### src/logic/apb_iob_settings.svh
`ifndef APB_IOB_SETTINGS_SVH
`define APB_IOB_SETTINGS_SVH

// Bus widths shared by APB and IOb sides
`define APB_ADDR_W 32
`define APB_DATA_W 32

// Register file depth in 32-bit words
`define REG_DEPTH 16

// Cycles the register file holds a request before accepting
`define REG_WAIT_CYCLES 2

`endif

### src/logic/apb_iob_pkg.sv
`include "apb_iob_settings.svh"

package apb_iob_pkg;

   // Byte address on both buses
   typedef logic [`APB_ADDR_W-1:0] addr_t;

   // Data word
   typedef logic [`APB_DATA_W-1:0] data_t;

   // One strobe bit per byte lane
   typedef logic [`APB_DATA_W/8-1:0] strb_t;

   // Bridge control flow
   typedef enum logic [1:0] {
      IDLE   = 2'd0, // Waiting for select
      ACCESS = 2'd1, // Request raised and waiting for the slave
      DONE   = 2'd2  // Transfer answered and waiting for deselect
   } bridge_state_e;

endpackage

### src/logic/iob_if.sv
`timescale 1ns/1ps
`include "apb_iob_settings.svh"

interface iob_if import apb_iob_pkg::*; ();

   // Request driven by the master
   logic  avalid;
   addr_t addr;
   data_t wdata;
   strb_t wstrb;  // Zero means read

   // Response driven by the slave
   logic  ready_nxt;  // Request taken at the coming edge
   logic  rvalid_nxt; // Read data valid after the coming edge
   data_t rdata;

   modport master (
      output avalid, addr, wdata, wstrb,
      input  ready_nxt, rvalid_nxt, rdata
   );

   modport slave (
      input  avalid, addr, wdata, wstrb,
      output ready_nxt, rvalid_nxt, rdata
   );

endinterface

### src/logic/apb2iob.sv
`timescale 1ns/1ps
`include "apb_iob_settings.svh"

module apb2iob import apb_iob_pkg::*; (
   input  logic  clk_i,
   input  logic  rst_i,

   // APB slave side
   input  logic  apb_sel_i,
   input  logic  apb_enable_i,
   input  logic  apb_write_i,
   input  addr_t apb_addr_i,
   input  data_t apb_wdata_i,
   input  strb_t apb_wstrb_i,
   output data_t apb_rdata_o,
   output logic  apb_ready_o,
   output logic  apb_slverr_o,

   // IOb master side
   iob_if.master iob
);

   bridge_state_e state_q;
   bridge_state_e state_nxt;

   logic avalid_q;
   logic avalid_nxt;

   logic apb_ready_q;
   logic apb_ready_nxt;
   logic apb_slverr_q;
   logic apb_slverr_nxt;

   // Control flow

   always_comb begin
      state_nxt      = state_q;
      avalid_nxt     = avalid_q;
      apb_ready_nxt  = 1'b0;  // Ready and error are one-cycle pulses
      apb_slverr_nxt = 1'b0;

      unique case (state_q)
         IDLE: begin
            // Selection starts a request on the next cycle
            if (apb_sel_i) begin
               avalid_nxt = 1'b1;
               state_nxt  = ACCESS;
            end
         end

         ACCESS: begin
            // Hold the request until the slave commits
            if (iob.ready_nxt) begin
               avalid_nxt     = 1'b0;
               apb_ready_nxt  = apb_write_i ? 1'b1 : iob.rvalid_nxt;
               apb_slverr_nxt = !apb_enable_i; // Enable missing in access phase
               state_nxt      = DONE;
            end
         end

         default: begin
            // Master must drop select before the next transfer
            if (!apb_sel_i) begin
               state_nxt = IDLE;
            end
         end
      endcase
   end

   always_ff @(posedge clk_i) begin
      if (rst_i) begin
         state_q      <= IDLE;
         avalid_q     <= 1'b0;
         apb_ready_q  <= 1'b0;
         apb_slverr_q <= 1'b0;
      end else begin
         state_q      <= state_nxt;
         avalid_q     <= avalid_nxt;
         apb_ready_q  <= apb_ready_nxt;
         apb_slverr_q <= apb_slverr_nxt;
      end
   end

   // APB responses

   assign apb_ready_o  = apb_ready_q;
   assign apb_slverr_o = apb_slverr_q;

   // Register file data is valid in the ready cycle
   assign apb_rdata_o  = iob.rdata;

   // IOb request

   assign iob.avalid = avalid_q;
   assign iob.addr   = apb_addr_i;
   assign iob.wdata  = apb_wdata_i;

   // Reads carry no strobe, so the slave needs no write flag
   assign iob.wstrb  = apb_write_i ? apb_wstrb_i : strb_t'(0);

endmodule

### src/logic/apb_iob_top.sv
`timescale 1ns/1ps
`include "apb_iob_settings.svh"

module apb_iob_top import apb_iob_pkg::*; (
   input  logic  clk_i,
   input  logic  rst_i,

   // APB slave port
   input  logic  apb_sel_i,
   input  logic  apb_enable_i,
   input  logic  apb_write_i,
   input  addr_t apb_addr_i,
   input  data_t apb_wdata_i,
   input  strb_t apb_wstrb_i,
   output data_t apb_rdata_o,
   output logic  apb_ready_o,
   output logic  apb_slverr_o
);

   // Internal IOb link between bridge and register file
   iob_if iob_link ();

   // APB to IOb bridge
   apb2iob apb2iob_i (
      .clk_i        (clk_i),
      .rst_i        (rst_i),
      .apb_sel_i    (apb_sel_i),
      .apb_enable_i (apb_enable_i),
      .apb_write_i  (apb_write_i),
      .apb_addr_i   (apb_addr_i),
      .apb_wdata_i  (apb_wdata_i),
      .apb_wstrb_i  (apb_wstrb_i),
      .apb_rdata_o  (apb_rdata_o),
      .apb_ready_o  (apb_ready_o),
      .apb_slverr_o (apb_slverr_o),
      .iob          (iob_link.master)
   );

   // Register file with fixed wait states
   iob_regfile iob_regfile_i (
      .clk_i (clk_i),
      .rst_i (rst_i),
      .iob   (iob_link.slave)
   );

endmodule

### src/logic/iob_regfile.sv
`timescale 1ns/1ps
`include "apb_iob_settings.svh"

module iob_regfile import apb_iob_pkg::*; (
   input logic  clk_i,
   input logic  rst_i,

   // IOb slave side
   iob_if.slave iob
);

   localparam int IDX_W     = $clog2(`REG_DEPTH);
   localparam int CNT_W     = $clog2(`REG_WAIT_CYCLES + 2);
   localparam int NUM_BYTES = `APB_DATA_W / 8;

   data_t            mem [`REG_DEPTH];
   data_t            rdata_q;
   logic [CNT_W-1:0] wait_cnt;
   logic [IDX_W-1:0] word_idx;
   logic             in_range;
   logic             is_write;
   logic             accept;

   // Request decode

   assign word_idx = iob.addr[2 +: IDX_W];  // Word aligned
   assign in_range = iob.addr < addr_t'(4 * `REG_DEPTH);
   assign is_write = |iob.wstrb;

   // Wait states

   // Accept once the request has waited long enough
   assign accept = iob.avalid && (wait_cnt == CNT_W'(`REG_WAIT_CYCLES));

   always_ff @(posedge clk_i) begin
      if (rst_i) begin
         wait_cnt <= '0;
      end else if (!iob.avalid || accept) begin
         wait_cnt <= '0;  // Ready for the next request
      end else begin
         wait_cnt <= wait_cnt + 1'b1;
      end
   end

   assign iob.ready_nxt  = accept;
   assign iob.rvalid_nxt = accept && !is_write;

   // Storage

   always_ff @(posedge clk_i) begin
      if (rst_i) begin
         for (int i = 0; i < `REG_DEPTH; i++) begin
            mem[i] <= '0;
         end
      end else if (accept && is_write && in_range) begin
         // Merge only the strobed byte lanes
         for (int b = 0; b < NUM_BYTES; b++) begin
            if (iob.wstrb[b]) begin
               mem[word_idx][8*b +: 8] <= iob.wdata[8*b +: 8];
            end
         end
      end
   end

   // Read data

   // Held until the next accepted read
   always_ff @(posedge clk_i) begin
      if (accept && !is_write) begin
         if (in_range) begin
            rdata_q <= mem[word_idx];
         end else begin
            rdata_q <= '0;  // Unmapped space reads as zero
         end
      end
   end

   assign iob.rdata = rdata_q;

endmodule

### config.mk
export PLATFORM = sky130hd
export DESIGN_NAME = apb_iob_top
export DESIGN_NICKNAME = d
export VERILOG_FILES = /design/src/logic/apb_iob_pkg.sv /design/src/logic/iob_if.sv /design/src/logic/apb2iob.sv /design/src/logic/apb_iob_top.sv /design/src/logic/iob_regfile.sv
export VERILOG_INCLUDE_DIRS = /design/src /design/src/logic
export SDC_FILE = /design/constraint.sdc
export NUM_CORES = 1
export LEC_CHECK = 0
export ABC_CLOCK_PERIOD_IN_PS = 4050
export BUFFER_PORTS_ARGS = -buffer_cell sky130_fd_sc_hd__buf_2
export CORE_ASPECT_RATIO = 1.5
export CORE_UTILIZATION = 58
export CTS_CLUSTER_SIZE = 25
export DETAILED_ROUTE_END_ITERATION = 7
export PLACE_DENSITY = 0.8
export SYNTH_ARGS = -nofsm -noshare
export SYNTH_HDL_FRONTEND = slang
export SYNTH_SLANG_ARGS = --single-unit
### constraint.sdc
create_clock -name clk_i -period 4.05 [get_ports clk_i]
set_input_delay 0.81 -clock clk_i [delete_from_list [all_inputs] [get_ports clk_i]]
set_output_delay 0.81 -clock clk_i [all_outputs]
set_load 0.005 [all_outputs]
## After elaboration in Yosys (flattened, before gate mapping)

Memories as Yosys holds them, arrays and structs flattened. A register that Yosys moved wholly into a read port is not among the register bits.
Index checks and enable logic that the tools add are counted.

- $add $sub $neg: 1
- Magnitude comparators: 1
- Equal/unequal tests: 5
- Muxes and demuxes: 30
- Bitwise logic cells: 2
- Reductions and logical operators: 17

Operators with widths:

| kind | number |
|---|---|
| $lt 32x7->1 const B | 1 |
| $mux 32 | 1 |
| $reduce_or 32->1 | 1 |
| $mux 1 | 21 |
| $mux 4 | 3 |
| $mux 2 | 3 |
| $reduce_and 3->1 | 2 |
| $logic_and 1x1->1 | 4 |
| $logic_not 1->1 | 4 |
| $pmux 2 s2 | 1 |
| $reduce_or 4->1 | 1 |
| $ne 3x1->1 const B | 1 |
| $reduce_or 3->1 | 1 |
| $add 2x1->2 const B | 1 |
| $eq 2x1->1 const B | 1 |
| $eq 2x2->1 const B | 1 |
| $logic_not 2->1 | 1 |
| $ne 2x1->1 const B | 1 |
| $ne 2x2->1 const B | 1 |
| $not 1->1 | 2 |
| $pmux 1 s2 | 1 |
| $reduce_bool 2->1 | 1 |
| $reduce_or 2->1 | 1 |
| $logic_or 1x1->1 | 1 |

- Register bits after elaboration: 7
- Memory bits (writable): 512
- Output and inout port bits: 34
- Memories: 1

Memory list:

| memory | words | bits a word | rd ports | clocked after Yosys merged registers in | write ports | line | source |
|---|---|---|---|---|---|---|---|
| iob_regfile_i.mem | 16 | 32 | 1 | 1 | 16 | iob_regfile.sv:16 | `` data_t mem [`REG_DEPTH]; `` |

## Logic depth before layout (Yosys ltp)

Gate-level depths: netlist (run 1).

- Depth in word-level cells: 9
- Gate-level depth with buffers: 8
- Gate-level depth less buffers: 6

## Hierarchy

A second synthesis (run 1) with hierarchy kept.

- Cell total of the unflattened synthesis: 1726
- Area, all modules: 24692.4 um^2

Modules (own cells, without submodules):

| module | times used | cells each | area an instance (um^2) |
|---|---|---|---|
| iob_regfile | 1 | 1607 | 23765.3 |
| apb2iob | 1 | 119 | 927.1 |

## Worst setup path after synthesis (run 1)

Ideal clock, no wire load.

- Path kind: input -> register
- Start: in apb_wstrb_i[2]
- End: reg iob_regfile_i.rdata_q[0] (netlist: iob_regfile_i.iob.rdata[0]), read port of iob_regfile_i.mem (enable)
- Arrival: 2948 ps
- Required time: 3618 ps
- Setup slack: 670 ps
- Stages on the path: 2
- Buffers on the path: 0
- Cells stage by stage: or4_1 > a21oi_1

- Cells in the longest elaborated chain, start to end: 4

Ends and longest elaborated chain:

| item | line | source |
|---|---|---|
| start, declared | apb_iob_top.sv:14 | `input strb_t apb_wstrb_i,` |
| $mux 4 | apb2iob.sv:99 | `assign iob.wstrb = apb_write_i ? apb_wstrb_i : strb_t'(0);` |
| $reduce_or 4->1 | iob_regfile.sv:28 | `assign is_write = \|iob.wstrb;` |
| $logic_not 1->1 | n/a |  |
| $logic_and 1x1->1 | n/a |  |
| via apb2iob_i.iob.rvalid_nxt | iob_if.sv:19 | `input ready_nxt, rvalid_nxt, rdata` |
| end, declared | iob_regfile.sv:17 | `data_t rdata_q;` |

The timed path passes the listed nets, and every way through them passes these cells.
A chain may end at the register's enable or synchronous reset.

==> results of run 1 <==
==> synth_stat cells (2+ instances only) <==
master    instances  area, um2
nor3_1            2       10.0
and2_1            8       50.1
nand2b_1          3       18.8
a31o_2           40        350
nor2b_1           5       31.3
nand3_1           3       15.0
nand4_1           8       50.1
a21o_1           17        128
buf_6            16        180
a22oi_1          64        480
nor2_2          105        657
or4_1             8       60.1
a21oi_1          34        170
clkbuf_1        102        383
inv_1             3       11.3
mux4_2          128       2880
nor2_1          433       1630
or2_2             2       12.5
dfxtp_1           7        140
or4_4             2       22.5
nand2_1          41        154
buf_2            27        135
a41o_1            7       70.1
nor4_1            6       37.5
buf_1            15       56.3
edfxtp_1        544      16300
==> metrics by stage <==
| step | instances | area [um2] | setup WS (ns) | util [%] | hold WS, ns |
|---|---|---|---|---|---|
| after floorplan | 1646 | 24200 | 0.670 | - | 0.392 |
| after detailed placement | 2193 | 25100 | 0.569 | 61.1 | 0.424 |
| after global placement | 2193 | 25100 | 0.656 | 61.1 | 0.398 |
| after global routing | 2277 | 26600 | 0.867 | 64.6 | 0.389 |
| after CTS | 2277 | 26600 | 1.14 | 64.6 | 0.376 |
| final | 2277 | 26600 | 1.05 | 64.6 | 0.392 |
==> worst min path at each step <==
stage / from / to / slack [ns] / cells after the start
global placement: iob_regfile_i.wait_cnt[0] / iob_regfile_i.wait_cnt[0] / 0.40 / 1
detailed placement: iob_regfile_i.wait_cnt[0] / iob_regfile_i.wait_cnt[0] / 0.42 / 1
global route: apb_enable_i / apb2iob_i.apb_slverr_o / 0.39 / 2
finish: apb_enable_i / apb2iob_i.apb_slverr_o / 0.39 / 2
floorplan: iob_regfile_i.wait_cnt[0] / iob_regfile_i.wait_cnt[0] / 0.39 / 1
CTS: apb_enable_i / apb2iob_i.apb_slverr_o / 0.38 / 2
==> report_power, final <==
group / switching [W] / internal, W / leakage (nW)
Combinational: 0.000419 / 0.000261 / 2.35
Sequential: 0.0000543 / 0.00642 / 5.62
Clock: 0.00198 / 0.00239 / 0.721
Total: 0.00245 / 0.00907 / 8.69
==> cell type report <==
type | instances | area, um2 | share of cell area [%]
well taps | 558 | 698 | 2.63
multi-input cells | 930 | 6970 | 26.3
flip-flops and latches | 551 | 16500 | 62.0
clock inverters | 26 | 191 | 0.721
clock buffers | 58 | 1260 | 4.74
inverters | 3 | 11.3 | 0.0424
repair buffers | 151 | 947 | 3.57
==> registers in the layout (all words and copies together), names as in the netlist <==
signal	flops
apb2iob_i.apb_ready_o	1
apb2iob_i.apb_slverr_o	1
apb2iob_i.iob.avalid	1
apb2iob_i.state_q	2
iob_regfile_i.iob.rdata	32
iob_regfile_i.mem	512
iob_regfile_i.wait_cnt	2
==> per-layer routing <==
| layer | wire length [um] | vias to the layer above |
|---|---|---|
| met5 | 20 | - |
| met3 | 5930 | 238 |
| li1 | - | 6204 |
| met2 | 32100 | 1030 |
| met4 | 3520 | 4 |
| met1 | 19700 | 7330 |
==> critical path: cells and delay by family <==
family / cells / cell delay, ns
simple gates: 3 / 1.66
compound gates: 1 / 0.62
buf+inv: 1 / 0.10
==> cells in the final DEF (no fill, tap or decap), drive strengths merged, types with 2 or more instances in the layout <==
| cell type | netlist | routed |
|---|---|---|
| a22oi | 64 | 64 |
| dfxtp | 7 | 7 |
| clkbuf | 102 | 59 |
| a21oi | 34 | 34 |
| a31o | 40 | 40 |
| nand2 | 41 | 41 |
| nand3 | 3 | 3 |
| clkinv | 0 | 23 |
| bufinv | 0 | 3 |
| mux4 | 128 | 128 |
| edfxtp | 544 | 544 |
| nor2 | 539 | 539 |
| nor2b | 5 | 5 |
| nor4 | 6 | 6 |
| a21o | 17 | 17 |
| and2 | 9 | 9 |
| or4 | 10 | 10 |
| inv | 3 | 3 |
| buf | 60 | 150 |
| or2 | 2 | 2 |
| a41o | 7 | 7 |
| nand2b | 3 | 3 |
| nand4 | 8 | 8 |
| nor3 | 3 | 3 |
==> logic make-up (layout without fill, tap and decap cells) <==
group,Yosys count,after routing
flops,551,551
simple gates,635,635
buf+inv,165,238
fa+ha+maj,1,1
compound gates,166,166
mux,128,128
==> metrics.txt, run 1 <==
max-slew violation count 0; Worst Setup End Kind flip-flop; I/O Buffers 104; Yosys warnings 0; synthesized area 0.0242 mm2; Total Power 0.0115 W; number of nets still failing antenna checks after routing 0; largest net degree at the start of global routing 96; post-synthesis simple-gate area fraction 11.6%; area growth from synthesis to layout 9.66%; area of the die 0.0426 mm2; GRT Overall Usage 29.6%; leakage power 8.69 nW; Hold Crit Class primary input to flip-flop; critical path type primary input to flip-flop; NumNets Final 1758; Slowest cell on crit path nor3_2; Critical R2R Capture iob_regfile_i.mem[14][30]; minimum clock period 3.00 ns; Crit path arrival time 3.21 ns; clock latency on the worst-skew pair 0.57 ns; Compound-Gate Fraction of Synth Area 5.06%; syn avg cell area 14.7 um2; R2R Path Start iob_regfile_i.wait_cnt[0]; vias in the first global route 15200; Worst Setup EP iob_regfile_i.mem[8][3]; final hold violations 0; ys flop type edfxtp_1; Congestion Overflow GR 0; detailed-route wire length 61300 um; asr flop ratio synth 0%; Cell variety after synth 42; number of hold buffers added after CTS 0; CTS sink cnt 551; Seq/Total Area, Yosys 68.0%; cell area power density 434 mW/mm2; Initial Util 58.9%; main combinational cell family by area after synthesis multiplexers; clk buf depth 3; initial antenna violation count 2; status completed; # IOs 107; final antenna diode count 0; Clock transition at path regs 0.06 ns; GP Congestion 0.863; root buf cell clkbuf_16; H-tree Lvls 2; M3 GR Usage 4.48%; global-route wire length before repair 90700 um; required time of the worst setup path 4.25 ns; drt pass-1 iters 6; final number of setup-violating endpoints 0; Via density 6.50; M1 GR Usage 35.3%; met2 usage 51.4%; period utilization 74.2%; Synth Net Count 1720; worst reg-to-reg path cell count 6; cts bufs inserted 47; slew margin rel. 46.3%; Max VDD drop 0.328 mV; ratio of cells with drive above 1 in the final layout 29.2%; Synth Area in XOR/XNOR 0%; postcts setup bufs 0; Routed WL per cell 26.9 um; Worst Skew 0.0144 ns; cell chain of the critical path buf_2, nor4_1, nand3_1, nor3_2, a41o_1; max cap viols 0; Least-Margin Pin Slew 0.805 ns; r2r setup slk 1.27 ns; Iter 0 DRT Violations 1815; unrepaired setup endpoints after global routing no; gr busiest metal met2; Final HPWL DP 38300 um; adder-cell share of the synthesized area 0.0517%; post-synthesis mux area share 11.9%; via count 14800; Placement Rows 91; Die Ht 252 um; chip width 169 um; Placeable Area 0.0411 mm2; Worst Setup Start Kind primary input; EDFF count, synth 544; Gate Count Post-Synth 1646; CTS tree yes; Max Fclk 333 MHz; FF+latch count, synth 551; CP Max Fanout 13; CTS resizes 0; DRC Markers 0; setup TNS 0 ns; fillers 2763; Crit path largest cell delay 0.77 ns; CP startpoint apb_addr_i[12]
No activity file was read; power rests on OpenSTA's default activity.
==> run 2: changes to the inputs <==
--- a/config.mk
+++ b/config.mk
@@ -6,7 +6,7 @@
 export SDC_FILE = /design/constraint.sdc
 export NUM_CORES = 1
 export LEC_CHECK = 0
-export ABC_CLOCK_PERIOD_IN_PS = 4050
+export ABC_CLOCK_PERIOD_IN_PS = 3100
 export BUFFER_PORTS_ARGS = -buffer_cell sky130_fd_sc_hd__buf_2
 export CORE_ASPECT_RATIO = 1.5
 export CORE_UTILIZATION = 58
==> constraint.sdc (replaced) <==
create_clock -name clk_i -period 3.1 [get_ports clk_i]
set_input_delay 0.62 -clock clk_i [delete_from_list [all_inputs] [get_ports clk_i]]
set_output_delay 0.62 -clock clk_i [all_outputs]
set_load 0.005 [all_outputs]
==> metrics.txt, run 2 (same netlist as run 1, synthesis figures left out) <==
status completed (unchanged); Max Fclk 389 MHz; Crit path largest cell delay 0.70 ns (was 0.77 ns); GP Congestion 0.914 (was 0.863); final number of setup-violating endpoints 0 (unchanged); vias in the first global route 15300 (was 15200); CTS sink cnt 551 (unchanged); Congestion Overflow GR 0 (unchanged); final core occ 65.5% (was 64.6%); crit-path most repeated cell nor2_1; register area 0.0165 mm2 (unchanged); cts bufs inserted 47 (unchanged); final hold violations 0 (unchanged); CP Max Fanout 16 (was 13); initial antenna violation count 2 (unchanged); max cap viols 0 (unchanged); fillers 2716 (was 2763); Initial Util 58.9% (unchanged); critical path type flip-flop to flip-flop (was primary input to flip-flop); I/O Buffers 104 (unchanged); cell area power density 580 mW/mm2 (was 434 mW/mm2); largest net degree at the start of global routing 88 (was 96); CTS tree yes (unchanged); chip width 169 um (unchanged); Via density 6.45 (was 6.50); detailed-route wire length 60900 um (was 61300 um); number of hold buffers added after CTS 0 (unchanged); area of the die 0.0426 mm2 (unchanged); Slowest cell on crit path nor2_1 (was nor3_2); required time of the worst setup path 3.49 ns (was 4.25 ns); ratio of cells with drive above 1 in the final layout 30.8% (was 29.2%); area growth from synthesis to layout 11.2% (was 9.66%); Reg with most FFs iob_regfile_i.mem (unchanged); DRC Markers 0 (unchanged); max-slew violation count 0 (unchanged); clock latency on the worst-skew pair 0.57 ns (about the same); # IOs 107 (unchanged); root buf cell clkbuf_16 (unchanged); setup TNS 0 ns (unchanged); drt pass-1 iters 6 (unchanged); via count 14800 (about the same); minimum clock period 2.57 ns; Placeable Area 0.0411 mm2 (unchanged); Crit path arrival time 2.96 ns (was 3.21 ns); postcts setup bufs 0 (unchanged); number of nets still failing antenna checks after routing 0 (unchanged); H-tree Lvls 2 (unchanged); Worst Setup Start Kind flip-flop (was primary input); Worst Skew 0.0142 ns (was 0.0144 ns); commonest cells after routing, fill and taps aside edfxtp_1, nor2_1, mux4_2 (unchanged); leakage power 8.88 nW (was 8.69 nW); unrepaired setup endpoints after global routing no (unchanged); cell chain of the critical path inv_1, ha_1, nand2_1, nor2_1, nand4_1, buf_4, nor2_1 (was buf_2, nor4_1, nand3_1, nor3_2, a41o_1); Final HPWL DP 38700 um (was 38300 um); GRT Overall Usage 29.3% (was 29.6%); Max VDD drop 0.403 mV (was 0.328 mV); Iter 0 DRT Violations 1652 (was 1815); Routed WL per cell 26.5 um (was 26.9 um); NumNets Final 1778 (was 1758); Least-Margin Pin Slew 0.802 ns (was 0.805 ns); Placement Rows 91 (unchanged); Die Ht 252 um (unchanged); max FFs per register 512 (unchanged); period utilization 82.9%; Total Power 0.0156 W (was 0.0115 W); slew margin rel. 46.3% (about the same); CTS resizes 0 (unchanged); Hold Crit Class primary input to flip-flop (unchanged); multi-input logic area 0.00697 mm2 (unchanged); commonest non-fill, non-tap cell in the layout edfxtp_1 (unchanged); global-route wire length before repair 90300 um (was 90700 um); Worst Setup End Kind flip-flop (unchanged); clk buf depth 3 (unchanged); Clock transition at path regs 0.07 ns (was 0.06 ns)
==> run 2: changes by cell type in the layout (fill, tap and decap cells not counted), sizes merged <==
cell / delta
diode: +1
buf: +20
clkinvlp: +2
clkinv: +1
bufinv: +5
clkbuf: -5
==> run 2: metrics by stage <==
stage,instances,hold WS (ns),area (um2),setup WS (ns)
after global routing,2301,0.205,26900,0.538
final,2301,0.206,26900,0.529
after floorplan,1646,0.392,24200,0.598
after global placement,2213,0.403,25300,0.365
after detailed placement,2213,0.410,25300,0.334
after CTS,2300,0.199,26900,0.610
==> run 2: layout make-up <==
type / count / area share (%)
sequential: 551 / 61.2
inverter: 3 / 0.0418
clock buffer: 53 / 4.68
antenna: 1 / 0.00930
tap: 558 / 2.59
timing repair buffer: 171 / 4.17
multi-input combinational: 930 / 25.9
clock inverter: 34 / 1.39
==> run 2: final timing paths <==
check | from | to | slack (ns) | depth (start not counted)
worst max-delay path | iob_regfile_i.wait_cnt[0] | iob_regfile_i.mem[14][4] | 0.53 | 7
worst min-delay path | apb_enable_i | apb2iob_i.apb_slverr_o | 0.21 | 2
worst max register to register | iob_regfile_i.wait_cnt[0] | iob_regfile_i.mem[14][4] | 0.53 | 7
worst min register to register | iob_regfile_i.wait_cnt[0] | iob_regfile_i.wait_cnt[0] | 0.47 | 1
==> run 2: power by group <==
part | leakage [nW] | internal (W) | switching [W]
logic | 2.44 | 0.000351 | 0.000540
clock network | 0.814 | 0.00360 | 0.00268
registers | 5.62 | 0.00838 | 0.0000712
==> run 2: per-layer routing <==
layer	share of wire [%]	vias up	wire, um	GRT usage, %
met4	5.4	2	3290	16.1
met1	32	7352	19400	33.9
met5	0.021	-	13	0
met3	10	209	6200	4.65
met2	53	1037	32000	52.0
li1	-	6236	-	-
==> run 2: critical path: cells and delay by family, from the launching register on <==
| kind | cells | cell delay, ns |
|---|---|---|
| AND/OR/NAND/NOR | 4 | 1.38 |
| adder cells (fa/ha/maj) | 1 | 0.31 |
| flip-flops | 1 | 0.33 |
| buffers and inverters | 2 | 0.37 |
